**config.mk**
```make
export PLATFORM = sky130hd
export DESIGN_NAME = uart_full_duplex
export DESIGN_NICKNAME = d
export VERILOG_FILES = /design/src/logic/uart_pkg.sv /design/src/logic/uart_symbol_timer.sv /design/src/logic/uart_receiver.sv /design/src/logic/uart_transmitter.sv /design/src/logic/uart_full_duplex.sv
export SDC_FILE = /design/constraint.sdc
export NUM_CORES = 1
export LEC_CHECK = 0
export BUFFER_PORTS_ARGS = -buffer_cell sky130_fd_sc_hd__buf_2
export CAP_MARGIN = 20
export CORE_UTILIZATION = 50
export DETAILED_ROUTE_END_ITERATION = 10
export GPL_ROUTABILITY_DRIVEN = 0
export PLACE_DENSITY = 0.68
export SLEW_MARGIN = 20
export SYNTH_ARGS = -nofsm -noshare
export SYNTH_HDL_FRONTEND = slang
export SYNTH_SLANG_ARGS = --single-unit
export TNS_END_PERCENT = 30
```
**constraint.sdc**
```tcl
create_clock -name clk -period 8.5 [get_ports clk]
set_input_delay 1.7 -clock clk [delete_from_list [all_inputs] [get_ports clk]]
set_output_delay 1.7 -clock clk [all_outputs]
set_load 0.02 [all_outputs]
```
**src/logic/uart_pkg.sv**
```systemverilog
// Shared UART frame constants, types and the parity function, imported by every RTL module
package uart_pkg;

	// Frame shape
	localparam int DATA_BITS = 8;
	localparam int STOP_BITS = 2;

	// 1 selects even parity, 0 selects odd parity
	localparam bit PARITY_EVEN = 1'b0;

	// Width of the clocks-per-symbol count
	localparam int SYM_COUNT_W = 24;

	typedef logic [SYM_COUNT_W-1:0] sym_count_t;
	typedef logic [DATA_BITS-1:0] uart_data_t;

	// Single-cycle points within one symbol
	typedef struct packed {
		logic setup;	// leading edge
		logic sample;	// symbol centre
		logic symend;	// last cycle of the symbol
	} sym_strobes_t;

	// What the receiver reports for one frame
	typedef struct packed {
		uart_data_t data;
		logic       parity;
		logic       parity_ok;
		logic       frame_error;
	} rx_result_t;

	// Symbol positions walked by both state machines
	typedef enum logic [2:0] {
		st_idle,
		st_start,
		st_data,
		st_parity,
		st_stop
	} frame_state_t;

	// Parity bit for a data byte
	function automatic logic calc_parity(input uart_data_t value);
		logic p;
		p = ^value;
		// Odd parity flips the plain XOR
		if (!PARITY_EVEN) begin
			p = ~p;
		end
		return p;
	endfunction

endpackage

```
**src/logic/uart_symbol_timer.sv**
```systemverilog
// Symbol timer that marks the setup, sample and end points of each UART symbol while running
`timescale 1ns/1ps

module uart_symbol_timer import uart_pkg::*; (
	input  logic         clk,
	input  logic         n_reset,
	input  logic         run,
	input  sym_count_t   clks_per_sym,
	output sym_strobes_t strobes
);

	sym_count_t count;
	sym_count_t half_sym;

	assign half_sym = clks_per_sym >> 1;

	// Strobes are registered, so each one trails its count value by a cycle
	always_ff @(posedge clk) begin
		if (n_reset || !run) begin
			count <= '0;
			strobes <= '0;
		end else begin
			strobes <= '0;
			if (count == '0) begin
				strobes.setup <= 1'b1;
				count <= count + 1'b1;
			end else if (count == half_sym - 1'b1) begin
				strobes.sample <= 1'b1;
				count <= count + 1'b1;
			end else if (count >= clks_per_sym - 1'b1) begin
				// Wrap for the next symbol of the frame
				strobes.symend <= 1'b1;
				count <= '0;
			end else begin
				count <= count + 1'b1;
			end
		end
	end

endmodule

```
**src/logic/uart_receiver.sv**
```systemverilog
// UART receiver with line synchronizer, start-edge detect, parity and framing checks
`timescale 1ns/1ps

module uart_receiver import uart_pkg::*; (
	input  logic       clk,
	input  logic       n_reset,
	input  sym_count_t clks_per_sym,
	input  logic       rx,
	output logic       active,
	output logic       done,
	output rx_result_t result
);

	// Two-stage synchronizer plus one stage of history for edge detect
	logic rx_meta;
	logic rx_sync;
	logic rx_last;
	logic rx_falling;

	frame_state_t state;
	logic [2:0]   bit_idx;
	logic         run;
	sym_strobes_t strobes;

	uart_data_t rx_buf;
	logic       rx_parity_bit;
	logic       start_error;
	logic       rx_parity_calc;

	uart_symbol_timer u_timer (
		.clk          (clk),
		.n_reset      (n_reset),
		.run          (run),
		.clks_per_sym (clks_per_sym),
		.strobes      (strobes)
	);

	// Line idles high, so reset to 1 to avoid a false start edge
	always_ff @(posedge clk) begin
		if (n_reset) begin
			rx_meta <= 1'b1;
			rx_sync <= 1'b1;
			rx_last <= 1'b1;
		end else begin
			rx_meta <= rx;
			rx_sync <= rx_meta;
			rx_last <= rx_sync;
		end
	end

	assign rx_falling = rx_last & ~rx_sync;

	assign rx_parity_calc = calc_parity(rx_buf);

	always_ff @(posedge clk) begin
		if (n_reset) begin
			state <= st_idle;
			bit_idx <= '0;
			run <= 1'b0;
			active <= 1'b0;
			done <= 1'b0;
		end else begin
			done <= 1'b0;
			case (state)
				st_idle: begin
					if (rx_falling) begin
						state <= st_start;
						run <= 1'b1;
						active <= 1'b1;
					end
				end
				st_start: begin
					// A start bit that reads high at its centre is a framing fault
					if (strobes.sample) begin
						start_error <= rx_sync;
					end else if (strobes.symend) begin
						state <= st_data;
						bit_idx <= '0;
					end
				end
				st_data: begin
					if (strobes.sample) begin
						rx_buf[bit_idx] <= rx_sync;
					end else if (strobes.symend) begin
						if (bit_idx == 3'(DATA_BITS - 1)) begin
							state <= st_parity;
						end else begin
							bit_idx <= bit_idx + 1'b1;
						end
					end
				end
				st_parity: begin
					if (strobes.sample) begin
						rx_parity_bit <= rx_sync;
					end else if (strobes.symend) begin
						state <= st_stop;
						bit_idx <= '0;
					end
				end
				st_stop: begin
					// Only the first stop bit is checked, then back to idle mid-bit
					if (strobes.sample) begin
						result.data <= rx_buf;
						result.parity <= rx_parity_calc;
						result.parity_ok <= (rx_parity_calc == rx_parity_bit);
						result.frame_error <= start_error | ~rx_sync;
						done <= 1'b1;
						active <= 1'b0;
						run <= 1'b0;
						state <= st_idle;
					end
				end
				default: begin
					state <= st_idle;
					run <= 1'b0;
					active <= 1'b0;
				end
			endcase
		end
	end

endmodule

```
**src/logic/uart_transmitter.sv**
```systemverilog
// UART transmitter that sends a latched byte with start, parity and stop bits on a trigger
`timescale 1ns/1ps

module uart_transmitter import uart_pkg::*; (
	input  logic       clk,
	input  logic       n_reset,
	input  sym_count_t clks_per_sym,
	input  uart_data_t data,
	input  logic       trigger,
	output logic       tx,
	output logic       active,
	output logic       done
);

	frame_state_t state;
	logic [2:0]   bit_idx;
	logic         run;
	sym_strobes_t strobes;

	// Byte held for the whole frame
	uart_data_t tx_buf;
	logic       tx_parity;

	uart_symbol_timer u_timer (
		.clk          (clk),
		.n_reset      (n_reset),
		.run          (run),
		.clks_per_sym (clks_per_sym),
		.strobes      (strobes)
	);

	assign tx_parity = calc_parity(tx_buf);

	always_ff @(posedge clk) begin
		if (n_reset) begin
			state <= st_idle;
			bit_idx <= '0;
			run <= 1'b0;
			tx <= 1'b1;
			active <= 1'b0;
			done <= 1'b0;
		end else begin
			done <= 1'b0;
			case (state)
				st_idle: begin
					tx <= 1'b1;
					// Triggers only count here, so a busy trigger is dropped
					if (trigger) begin
						tx_buf <= data;
						tx <= 1'b0;
						run <= 1'b1;
						active <= 1'b1;
						state <= st_start;
					end
				end
				st_start: begin
					if (strobes.setup) begin
						tx <= 1'b0;
					end else if (strobes.symend) begin
						state <= st_data;
						bit_idx <= '0;
					end
				end
				st_data: begin
					// LSB goes out first
					if (strobes.setup) begin
						tx <= tx_buf[bit_idx];
					end else if (strobes.symend) begin
						if (bit_idx == 3'(DATA_BITS - 1)) begin
							state <= st_parity;
						end else begin
							bit_idx <= bit_idx + 1'b1;
						end
					end
				end
				st_parity: begin
					if (strobes.setup) begin
						tx <= tx_parity;
					end else if (strobes.symend) begin
						state <= st_stop;
						bit_idx <= '0;
					end
				end
				st_stop: begin
					if (strobes.setup) begin
						tx <= 1'b1;
					end else if (strobes.symend) begin
						if (bit_idx == 3'(STOP_BITS - 1)) begin
							done <= 1'b1;
							active <= 1'b0;
							run <= 1'b0;
							state <= st_idle;
						end else begin
							bit_idx <= bit_idx + 1'b1;
						end
					end
				end
				default: begin
					state <= st_idle;
					run <= 1'b0;
					tx <= 1'b1;
					active <= 1'b0;
				end
			endcase
		end
	end

endmodule

```
**src/logic/uart_full_duplex.sv**
```systemverilog
// Full-duplex UART top level with an independent receiver and transmitter
`timescale 1ns/1ps

module uart_full_duplex import uart_pkg::*; (
	input  logic       clk,
	input  logic       n_reset,
	input  sym_count_t clks_per_sym,
	input  logic       rx,
	input  uart_data_t tx_data,
	input  logic       tx_trigger,
	output logic       tx,
	output logic       tx_active,
	output logic       tx_done,
	output logic       rx_active,
	output logic       rx_done,
	output rx_result_t rx_result
);

	// Raw rx goes straight in, the receiver does its own synchronizing
	uart_receiver u_rx (
		.clk          (clk),
		.n_reset      (n_reset),
		.clks_per_sym (clks_per_sym),
		.rx           (rx),
		.active       (rx_active),
		.done         (rx_done),
		.result       (rx_result)
	);

	uart_transmitter u_tx (
		.clk          (clk),
		.n_reset      (n_reset),
		.clks_per_sym (clks_per_sym),
		.data         (tx_data),
		.trigger      (tx_trigger),
		.tx           (tx),
		.active       (tx_active),
		.done         (tx_done)
	);

endmodule

```
Yosys cells after proc, flatten, opt, wreduce, memory -nomap -nowiden
Index checks and enable logic that the tools add are counted.

storage, ports and cells
  bits in registers = 101
  output and inout bits = 16
  logic and storage cells = 195

operators by class
  add/sub/neg operators = 6
  $lt $le $gt $ge = 5
  eq/ne operators = 45
  mux-type cells = 68
  bitwise operators = 11
  reductions and logical operators = 34

operators by type and width
  kind                                                   number
  2-to-1 mux 24 bit                                      6
  2-to-1 mux 3 bit                                       33
  inequality test 2 bit, second input constant           25
  adder 24 x 1 -> 24 bit, second input constant          2
  == test 24 bit                                         2
  >= comparator 24 bit                                   2
  zero test 24 bit                                       2
  one-hot mux 3 bit (5 select lines)                     2
  subtractor 23 x 1 -> 24 bit, second input constant     1
  subtractor 24 x 1 -> 24 bit, second input constant     1
  2-to-1 mux 1 bit                                       19
  AND reduction 3 bit                                    6
  AND reduction 9 bit                                    2
  parity 8 bit                                           2
  == test 3 x 2 -> 1 bit, second input constant          4
  == test 3 bit, second input constant                   4
  inequality test 2 x 1 -> 1 bit, second input constant  6
  OR reduction 3 bit                                     4
  AND reduction 11 bit                                   1
  == test 3 x 1 -> 1 bit, second input constant          3
  NOT 1 bit                                              9
  one-hot mux 3 bit (3 select lines)                     1
  bitwise mux 8 bit                                      1
  < comparator 3 x 4 -> 1 bit, second input constant     2
  21 further kinds                                       29

Depth between registers and ports, before layout
Gate-level depths: netlist of run 1.

  depth after elaboration = 5
  mapped depth = 16
  gate-level depth less buffers = 15

Hierarchy
From an unflattened synthesis of run 1, not the netlist that was laid out.

unflattened totals
  cell total of the unflattened synthesis = 958
  area, all modules = 8269.2 um^2

by module, submodules not included
  module                            times used  cells an instance  area each (um^2)  seq. area each (um^2)
  uart_symbol_timer (u_rx.u_timer)  1           399                3106.7            540.5
  uart_symbol_timer (u_tx.u_timer)  1           374                2927.8            540.5
  uart_receiver                     1           98                 1307.5            850.8
  uart_transmitter                  1           87                 927.1             420.4

Worst setup path after synthesis of run 1
No wires, ideal clock.

  path kind = in2reg
  start point = input port clks_per_sym[1]
  end point = register u_tx.u_timer.count[17]
  data arrival time = 5.002 ns
  data required time = 8.413 ns
  setup slack = 3.411 ns
  stages on the path = 16
  path buffers = 1
  cells stage by stage = inv_1 -> ha_1 -> nor4b_1 -> nand2_1 -> nor2_1 -> nand3_1 -> xor2_1 -> ha_1 -> a21o_1 -> a21o_1 -> a21oi_1 -> nand2b_1 -> a221oi_1 -> a21oi_1 -> buf_2 -> o31ai_1

between the ends
  longest elaborated chain between the ends = 5
  elaborated cells between the ends (all ways) = 7

ends and longest elaborated chain
  what                         RTL line                 RTL
  from (decl)                  uart_full_duplex.sv:7    input sym_count_t clks_per_sym,
  subtractor 24 x 1 -> 24 bit  uart_symbol_timer.sv:30  end else if (count >= clks_per_sym - 1'b1) begin
  >= comparator 24 bit         uart_symbol_timer.sv:30
  2-to-1 mux 24 bit            uart_symbol_timer.sv:30
  2-to-1 mux 24 bit *          uart_symbol_timer.sv:27  end else if (count == half_sym - 1'b1) begin
  2-to-1 mux 24 bit *          uart_symbol_timer.sv:24  if (count == '0) begin
  to (signal assigned)         uart_symbol_timer.sv:26  count <= count + 1'b1;
  to (signal assigned)         uart_symbol_timer.sv:29  count <= count + 1'b1;
  to (signal assigned)         uart_symbol_timer.sv:35  count <= count + 1'b1;
  to (decl)                    uart_symbol_timer.sv:12  sym_count_t count;

Every way passes the cells marked *; elsewhere a longest branch is shown, timed or not.
A chain may end at the register's enable or synchronous reset.

Final worst setup path of run 1
  start point = input port clks_per_sym[1]
  end point = register u_rx.u_timer.count[17]

between the ends
  longest elaborated chain between the ends = 5
  elaborated cells between the ends (all ways) = 7

ends and longest elaborated chain
  what                         RTL line
  subtractor 24 x 1 -> 24 bit  uart_symbol_timer.sv:30
  >= comparator 24 bit         uart_symbol_timer.sv:30
  2-to-1 mux 24 bit            uart_symbol_timer.sv:30
  2-to-1 mux 24 bit *          uart_symbol_timer.sv:27
  2-to-1 mux 24 bit *          uart_symbol_timer.sv:24
  to (signal assigned)         uart_symbol_timer.sv:26
  to (signal assigned)         uart_symbol_timer.sv:29
  to (signal assigned)         uart_symbol_timer.sv:35
  to (decl)                    uart_symbol_timer.sv:12

Marked as above.

==> impl_metrics.csv, run 1 <==
group,metric,value,unit
run,drv_cap,0,
timing,hold_viol_final,0,
layout,mostFrequentLayoutCell,"nand2_1",
timing,fin_hold_ws,0.423,ns
floorplanning,rows,48,
layout,n_fill_cell,1610,
worst_hold_path,hold_class,"register to register",
route,finalWirelength,24.5,mm
worst_setup_path,rrSetupSlack,5.76,ns
worst_setup_path,setup.worst_path.end_class,"register",
worst_setup_path,crit_type,"input port to register",
synth,async_reset_ff_share,0,%
floorplanning,die_w,135,um
route,route.top_layer_used,"met4",
synth,yosysWarnings,0,
clock_network,htree_levels,3,
global_route,overflow,0,
timing,finalSetupViolCount,0,
floorplanning,top_level_ports,52,
synth,synth_area,0.00880,sq mm
floorplanning,start_util,51.1,%
synth,synth_flop_cell,"dfxtp_1",
worst_setup_path,cp_max_fo,19,
global_route,antenna_found_initial,0,
layout,antenna_cells,0,
timing,clock.fmax,173,MHz
timing,worst_slew_pin_slew,0.972,ns
power_and_ir_drop,p_leak,0.00324,uW
route,wl_met2,10.8,mm
clock_network,cts.clk_slew.worst_paths,0.07,ns
clock_network,cts_buffers,9,
floorplanning,die_y,135,um
clock_network,cts_resized,0,
synth,synth_edf_count,29,
route,wl_met3,1.69,mm
worst_setup_path,cp-start-kind,"input port",
synth,yosysUniqueCellTypes,83,
layout,layout.nets,1145,
timing,slew_violations,0,
power_and_ir_drop,ir_drop,97.6,uV
global_route,grt_pass1_vias,7383,
route,vias_per_cell,6.37,
route,drtIter0Drc,723,
layout,area_growth_syn_to_layout,6.03,%
route,via_count,8176,
timing,fin_setup_tns,0,ns
outcome,status,"finished clean",
synth,ys_seq_area_share,26.3,%
floorplanning,core_area,0.0172,sq mm
placement,dpl.hpwl,18.2,mm
clock_network,cts.path.max_buffers,2,
global_route,grt_use_total,27.9,%
route,drc_errors,0,
worst_setup_path,critical_path_arrival,6.01,ns
layout,layout_common_cells,"nand2_1, xnor2_1, nand4_1, dfxtp_1, nor2_1",
layout,drive_gt1_share,11.0,%
route,routedWlPerCell,19.1,um
placement,io_buffers,51,
clock_network,cts_tree,"built",
timing,slew-limit-headroom,34.7,%
timing,finalCriticalPeriod,5.79,ns
synth,synth_area_per_cell,8.22,sq um
route,wl_met1,11.3,mm
global_route,grt_max_degree,51,
timing,fin_crit_sh,68.2,%
synth,syn_nets,1162,
route,first_pass_iters,6,
timing,grt_setup_unrepaired,"no",
global_route,grt_pass1_wl,39.6,mm
clock_network,ctsRootBufferMaster,"clkbuf_16",
power_and_ir_drop,power_density,116,mW/mm^2
timing,skew,0.0129,ns
route,antenna_left,0,
synth,synth_seq_cells,101,
clock_network,clock_latency,0.37,ns
floorplanning,dieArea,0.0181,sq mm
clock_network,clock-sinks,101,
synth,syn_inst,1071,
clock_network,ctsHoldBuffers,0,
clock_network,cts_setup_buffers,0,
worst_setup_path,crit_required,8.72,ns
==> synthesized netlist by cell type (all sizes together) (28+ instances only) <==
master    n  area (sq um)
nor3     38           201
nand2   101           382
nor4     28           233
o22ai    45           313
nand4    80           507
edfxtp   29           871
dfxtp    72          1440
nor2     69           267
xnor2    90           788
xor2     46           403
nand3    43           215
ha       55           688
a21oi    30           150
clkbuf   67           251
==> final timing paths <==
path	from	end	cells past startpoint
worst max-delay path	clks_per_sym[1]	u_rx.u_timer.count[17]	17
worst max register to register	u_rx.u_timer.count[11]	u_rx.u_timer.count[17]	9
worst min register to register	u_rx.rx_meta	u_rx.rx_sync	1
worst min-delay path	u_rx.rx_meta	u_rx.rx_sync	1
==> area by class of cell <==
type                       instances  area [sq um]  share of cell area (%)
clock buffer                       9           225                    2.41
clock inverter                     7          65.1                   0.697
inverter                          21          78.8                   0.845
multi-input combinational        861          6040                    64.7
sequential                       101          2310                    24.8
tap                              225           282                    3.02
timing repair buffer              60           327                    3.50
==> cell families (layout without fill, tap and decap cells) <==
family / Yosys count / in the layout / synth area share [%]
fa+ha+maj: 56 / 56 / 7.93
buf+inv: 109 / 97 / 5.23
flops: 101 / 101 / 26.3
mux: 13 / 13 / 1.81
simple gates: 470 / 470 / 29.6
compound gates: 185 / 185 / 15.4
xor+xnor: 137 / 137 / 13.8
==> where the power goes <==
group	switching, uW	internal (uW)	total, uW
clock network	207	205	412
registers	9.46	500	509
logic	100	55.8	156
==> routing by layer <==
metal,vias up,global-route usage (%)
li1,3964,-
met4,0,12.0
met5,-,0
met3,60,2.74
met2,344,42.6
met1,3808,39.8
==> sequential cells by signal (all words and copies together) (netlist names), 2 cells and up <==
signal                cells
u_rx.rx_buf               8
u_tx.u_timer.count       24
u_rx.u_timer.count       24
u_tx.state                3
u_rx.result              11
u_tx.tx_buf               8
u_rx.bit_idx              3
u_rx.u_timer.strobes      2
u_rx.state                3
u_tx.u_timer.strobes      2
u_tx.bit_idx              3
==> critical path: stages <==
cell and delay [ns]:
buf_2 0.13, inv_1 0.09, ha_1 0.29, nor4b_1 0.71
nand2_1 0.33, nor2_1 0.39, nand2_1 0.12, xor2_1 0.18
ha_1 0.32, nand2_1 0.07, o21ai_0 0.29, o2111ai_1 0.17
o21bai_1 0.18, a41o_1 0.24, a221oi_4 0.42, buf_6 0.26
o22ai_1 0.11
==> through the flow <==
step	std cells	area (sq um)	util [%]	setup slack (ns)	power, uW
6_report	1284	9330	54.1	2.71	1080
5_1_grt	1284	9330	54.1	2.40	1120
4_1_cts	1283	9320	54.0	2.50	1080
3_5_place_dp	1267	9020	52.4	2.13	673
3_3_place_gp	1265	9010	52.3	2.30	672
2_1_floorplan	1071	8800	-	3.41	631
(Power assumes the default switching activity.)
==> run 2, diff against run 1 <==
==> constraint.sdc (replaced) <==
create_clock -name clk -period 6.05 [get_ports clk]
set_input_delay 1.21 -clock clk [delete_from_list [all_inputs] [get_ports clk]]
set_output_delay 1.21 -clock clk [all_outputs]
set_load 0.02 [all_outputs]
==> impl_metrics.csv, run 2 (synthesis results as in run 1) <==
group,metric,value,unit
route,first_pass_iters,4,
layout,drive_gt1_share,11.4,%
floorplanning,top_level_ports,52,
power_and_ir_drop,power_density,166,mW/mm^2
outcome,status,"finished clean",
layout,antenna_cells,0,
placement,io_buffers,51,
clock_network,cts_buffers,9,
power_and_ir_drop,ir_drop,192,uV
timing,skew,0.0152,ns
clock_network,clock-sinks,101,
clock_network,ctsHoldBuffers,0,
power_and_ir_drop,p_leak,0.00327,uW
placement,dpl.hpwl,18.1,mm
route,drc_errors,0,
worst_setup_path,crit_chain,"buf_2, inv_1, ha_1, nor4b_1, nand2_1, nor2_1, nand2_1, xor2_1, ha_1, nand2_1, o21ai_0, o2111ai_1, o21bai_1, a41o_1, a221oi_4, buf_4, o22ai_1",
route,routedWlPerCell,19.2,um
global_route,grt_max_degree,51,
clock_network,cts.path.max_buffers,2,
timing,slew-limit-headroom,34.0,%
worst_setup_path,cp-start-kind,"input port",
global_route,grt_pass1_vias,7333,
run,drv_cap,0,
worst_setup_path,crit_required,6.29,ns
clock_network,cts_resized,0,
route,drtIter0Drc,723,
layout,layout.nets,1147,
worst_setup_path,critPathMaxStageDelay,0.82,ns
floorplanning,core_area,0.0172,sq mm
timing,finalSetupViolCount,0,
global_route,grt_use_total,27.6,%
floorplanning,start_util,51.1,%
timing,finalCriticalPeriod,5.25,ns
clock_network,cts_setup_buffers,0,
global_route,overflow,0,
worst_setup_path,cp_num_buf_inv,3,
route,vias_per_cell,6.42,
route,finalWirelength,24.6,mm
floorplanning,die_w,135,um
route,antenna_left,0,
worst_setup_path,cp_max_fo,25,
timing,fin_setup_tns,0,ns
timing,grt_setup_unrepaired,"no",
worst_setup_path,path_delay_family,"simple AND/OR/NAND/NOR gates",
timing,clock.fmax,191,MHz
timing,worst_slew_pin_slew,0.976,ns
clock_network,htree_levels,3,
floorplanning,dieArea,0.0181,sq mm
floorplanning,die_y,135,um
route,via_count,8250,
timing,slew_violations,0,
global_route,grt_pass1_wl,39.2,mm
floorplanning,rows,48,
layout,top_regs,"u_rx.u_timer.count x24, u_tx.u_timer.count x24, u_rx.result x11",
clock_network,clock_latency,0.37,ns
worst_setup_path,critical_path_arrival,5.49,ns
timing,hold_viol_final,0,
layout,mostFrequentLayoutCell,"nand2_1",
worst_setup_path,crit_type,"input port to register",
global_route,antenna_found_initial,0,
layout,area_growth_syn_to_layout,6.51,%
worst_setup_path,setup.worst_path.end_class,"register",
placement,dp.cells,1270,
clock_network,cts_tree,"built",
timing,fin_crit_sh,86.7,%
layout,layout_common_cells,"nand2_1, xnor2_1, nand4_1, dfxtp_1, nor2_1",
worst_hold_path,hold_class,"register to register",
worst_setup_path,critical_path.slowest_cell,"nor4b_1",
worst_setup_path,path_common_cell,"nand2_1",
clock_network,ctsRootBufferMaster,"clkbuf_16",
clock_network,cts.clk_slew.worst_paths,0.07,ns
layout,instances_no_fill,1286,
run 2: cell count changes in the layout (fill, tap and decap cells not counted), sizes merged:
cell / delta
buf: +2
bufinv: +1
clkinvlp: -1
run 2: stage by stage:
| step | setup WS [ns] | instance area, sq um | hold WS (ns) | utilization [%] | power [uW] |
|---|---|---|---|---|---|
| 2_1_floorplan | 1.45 | 8800 | 0.389 | - | 886 |
| 3_3_place_gp | 0.807 | 9050 | 0.394 | 52.5 | 945 |
| 3_5_place_dp | 0.601 | 9050 | 0.396 | 52.5 | 947 |
| 4_1_cts | 0.962 | 9370 | 0.411 | 54.4 | 1570 |
| 5_1_grt | 0.379 | 9370 | 0.419 | 54.4 | 1620 |
| 6_report | 0.802 | 9370 | 0.411 | 54.4 | 1560 |
run 2: metal layers:
metal  global-route usage (%)  vias to the layer above  part of all wire [%]
met3                     4.77                       52                   7.2
met1                     38.3                     3898                    45
met4                     9.74                        0                   2.5
met2                     42.9                      339                    45
li1                         -                     3961                     -
met5                        0                        -                     0
run 2: worst paths after layout:
check,start,to,slack (ns),depth (start not counted)
min,u_rx.rx_meta,u_rx.rx_sync,0.41,1
max,clks_per_sym[1],u_rx.u_timer.count[16],0.80,17
max reg2reg,u_rx.u_timer.count[0],u_rx.u_timer.count[16],3.34,10
min reg2reg,u_rx.rx_meta,u_rx.rx_sync,0.41,1
run 2: final cells by class:
cell class / instances / area (sq um)
fill: 1646 / 7860
multi-input combinational: 861 / 6050
sequential: 101 / 2310
timing repair buffer: 62 / 338
tap: 225 / 282
clock buffer: 9 / 225
clock inverter: 7 / 90.1
inverter: 21 / 78.8
run 2: power breakdown:
group | switching, uW | internal [uW]
sequential | 13.6 | 702
combinational | 141 | 79.2
clock | 291 | 332
==> run 3, diff against run 2 <==
--- a/config.mk
+++ b/config.mk
@@ -8,9 +8,10 @@
 export BUFFER_PORTS_ARGS = -buffer_cell sky130_fd_sc_hd__buf_2
 export CAP_MARGIN = 20
 export CORE_UTILIZATION = 50
+export CTS_BUF_LIST = sky130_fd_sc_hd__clkbuf_8 sky130_fd_sc_hd__clkbuf_16
 export DETAILED_ROUTE_END_ITERATION = 10
 export GPL_ROUTABILITY_DRIVEN = 0
-export PLACE_DENSITY = 0.68
+export PLACE_DENSITY = 0.7
 export SLEW_MARGIN = 20
 export SYNTH_ARGS = -nofsm -noshare
 export SYNTH_HDL_FRONTEND = slang
==> impl_metrics.csv, run 3 (synthesis results as in run 1) <==
group,metric,value,unit
clock_network,ctsRootBufferMaster,"clkbuf_16",
clock_network,cts_tree,"built",
layout,layout_common_cells,"nand2_1, xnor2_1, nand4_1, dfxtp_1, nor2_1",
placement,place_area,0.00905,sq mm
worst_setup_path,path_common_cell,"nand2_1",
worst_hold_path,min_from,"u_rx.rx_meta",
power_and_ir_drop,p_total,1550,uW
layout,layout.nets,1147,
power_and_ir_drop,p_leak,0.00327,uW
layout,instances_no_fill,1286,
power_and_ir_drop,swShare,30.4,%
worst_setup_path,critPathMaxStageDelay,0.78,ns
power_and_ir_drop,p_switching,472,uW
layout,top_regs,"u_rx.u_timer.count x24, u_tx.u_timer.count x24, u_rx.result x11",
floorplanning,top_level_ports,52,
power_and_ir_drop,sequentialPowerShare,46.1,%
timing,hold_viol_final,0,
worst_hold_path,hold_depth,1,
worst_setup_path,regToRegEndpoint,"u_rx.u_timer.count[18]",
worst_hold_path,holdPathEnd,"u_rx.rx_sync",
clock_network,cts_resized,0,
timing,finalCriticalPeriod,5.26,ns
clock_network,htree_levels,3,
timing,worst_slack,0.788,ns
clock_network,cts.path.max_buffers,2,
worst_setup_path,r2r_cells,10,
worst_setup_path,crit_type,"input port to register",
timing,fin_setup_tns,0,ns
floorplanning,dieArea,0.0181,sq mm
layout,drive_gt1_share,11.5,%
timing,grt_setup_unrepaired,"no",
timing,fin_crit_sh,87.0,%
global_route,grt_max_degree,51,
layout,n_fill_cell,1611,
floorplanning,core_area,0.0172,sq mm
floorplanning,rows,48,
worst_setup_path,cp_max_fo,25,
placement,dp.cells,1270,
clock_network,cts_buffers,9,
power_and_ir_drop,pwr-share-clk,39.7,%
timing,worst_slew_pin_slew,0.922,ns
power_and_ir_drop,internal_power,1080,uW
worst_hold_path,hold_class,"register to register",
worst_setup_path,cp-start-kind,"input port",
timing,skew,0.0149,ns
global_route,grt_use_total,27.4,%
route,vias_per_cell,6.41,
placement,io_buffers,51,
worst_setup_path,setup.worst_path.end_class,"register",
placement,pre_cts_slack,0.603,ns
worst_setup_path,crit_chain,"buf_2, inv_1, ha_1, nor4b_1, nand2_1, nor2_1, nand2_1, xor2_1, ha_1, nand2_1, o21ai_0, o2111ai_1, o21bai_1, a41o_1, a221oi_4, buf_4, o22ai_1",
layout,area_growth_syn_to_layout,6.50,%
floorplanning,die_y,135,um
layout,antenna_cells,0,
route,via_count,8248,
worst_setup_path,r2r-start,"u_rx.u_timer.count[0]",
timing,slew-limit-headroom,37.7,%
worst_setup_path,critical_path.slowest_cell,"nor4b_1",
worst_setup_path,critical_path_arrival,5.51,ns
global_route,antenna_found_initial,0,
route,drtIter0Drc,749,
route,antenna_left,0,
route,routedWlPerCell,18.7,um
run,drv_cap,0,
worst_setup_path,rrSetupSlack,3.36,ns
layout,stdcell_area,0.00937,sq mm
timing,clock.fmax,190,MHz
clock_network,ctsHoldBuffers,0,
layout,multi_input_area,0.00605,sq mm
power_and_ir_drop,ir_drop,171,uV
layout,seqCellArea,0.00231,sq mm
clock_network,cts.clk_slew.worst_paths,0.08,ns
clock_network,clock-sinks,101,
global_route,overflow,0,
power_and_ir_drop,pwr-share-comb,14.1,%
timing,slew_violations,0,
timing,finalSetupViolCount,0,
floorplanning,die_w,135,um
route,finalWirelength,24.1,mm
worst_setup_path,crit_required,6.30,ns
clock_network,cts_setup_buffers,0,
placement,dpl.hpwl,17.6,mm
global_route,grt_pass1_vias,7458,
route,drc_errors,0,
clock_network,clock_latency,0.38,ns
floorplanning,start_util,51.1,%
outcome,status,"finished clean",
route,first_pass_iters,5,
layout,mostFrequentLayoutCell,"nand2_1",
global_route,grt_pass1_wl,39.4,mm
power_and_ir_drop,power_density,165,mW/mm^2
-- run 3: cell count changes in the layout (fill, tap and decap cells not counted), sizes merged --
cell    before  now
clkinv       2    4
inv         25   24
bufinv       1    0
-- run 3: layout make-up --
type / instances / area share (%)
repair buffers: 62 / 3.60
flip-flops and latches: 101 / 24.7
clock buffers: 9 / 2.40
multi-input cells: 861 / 64.5
clock inverters: 7 / 0.948
inverters: 21 / 0.841
well taps: 225 / 3.00
-- run 3: per-stage QoR --
| step | util [%] | hold slack [ns] |
|---|---|---|
| CTS | 54.3 | 0.432 |
| floorplan | - | 0.389 |
| global route | 54.4 | 0.459 |
| detailed placement | 52.5 | 0.402 |
| global placement | 52.5 | 0.395 |
| finish | 54.4 | 0.433 |
-- run 3: routing by layer --
metal	vias up	global-route usage [%]	wire length, um	share of wire (%)
li1	3953	-	-	-
met1	3826	38.4	10900	45
met2	396	41.6	10600	44
met3	73	4.05	1920	8.0
met4	0	11.6	740	3.1
met5	-	0	0	0
-- run 3: critical path, delay by kind of cell --
family	cells	cell delay (ns)
buffers and inverters	3	0.54
adders and majority gates	2	0.59
and+or+nand+nor	5	1.72
xor gates and xnor gates	1	0.17
AOI/OAI and AO/OA	6	1.26
-- run 3: worst max-delay path by stage --
stage | startpoint | end | slack, ns
after floorplan | clks_per_sym[1] | u_tx.u_timer.count[17] | 1.45
after global placement | clks_per_sym[1] | u_tx.u_timer.count[19] | 0.84
after detailed placement | clks_per_sym[1] | u_rx.u_timer.count[7] | 0.60
after CTS | clks_per_sym[1] | u_rx.u_timer.count[7] | 0.97
after global routing | clks_per_sym[1] | u_tx.u_timer.count[18] | 0.29
final | clks_per_sym[1] | u_rx.u_timer.count[7] | 0.79
-- run 3: power groups by stage --
stage                     registers [uW]  logic [uW]  clock network (uW)
after floorplan                      728         158                   0
after global placement               731         212                   0
after detailed placement             731         214                   0
after CTS                            716         215                 625
after global routing                 718         240                 646
final                                716         219                 616
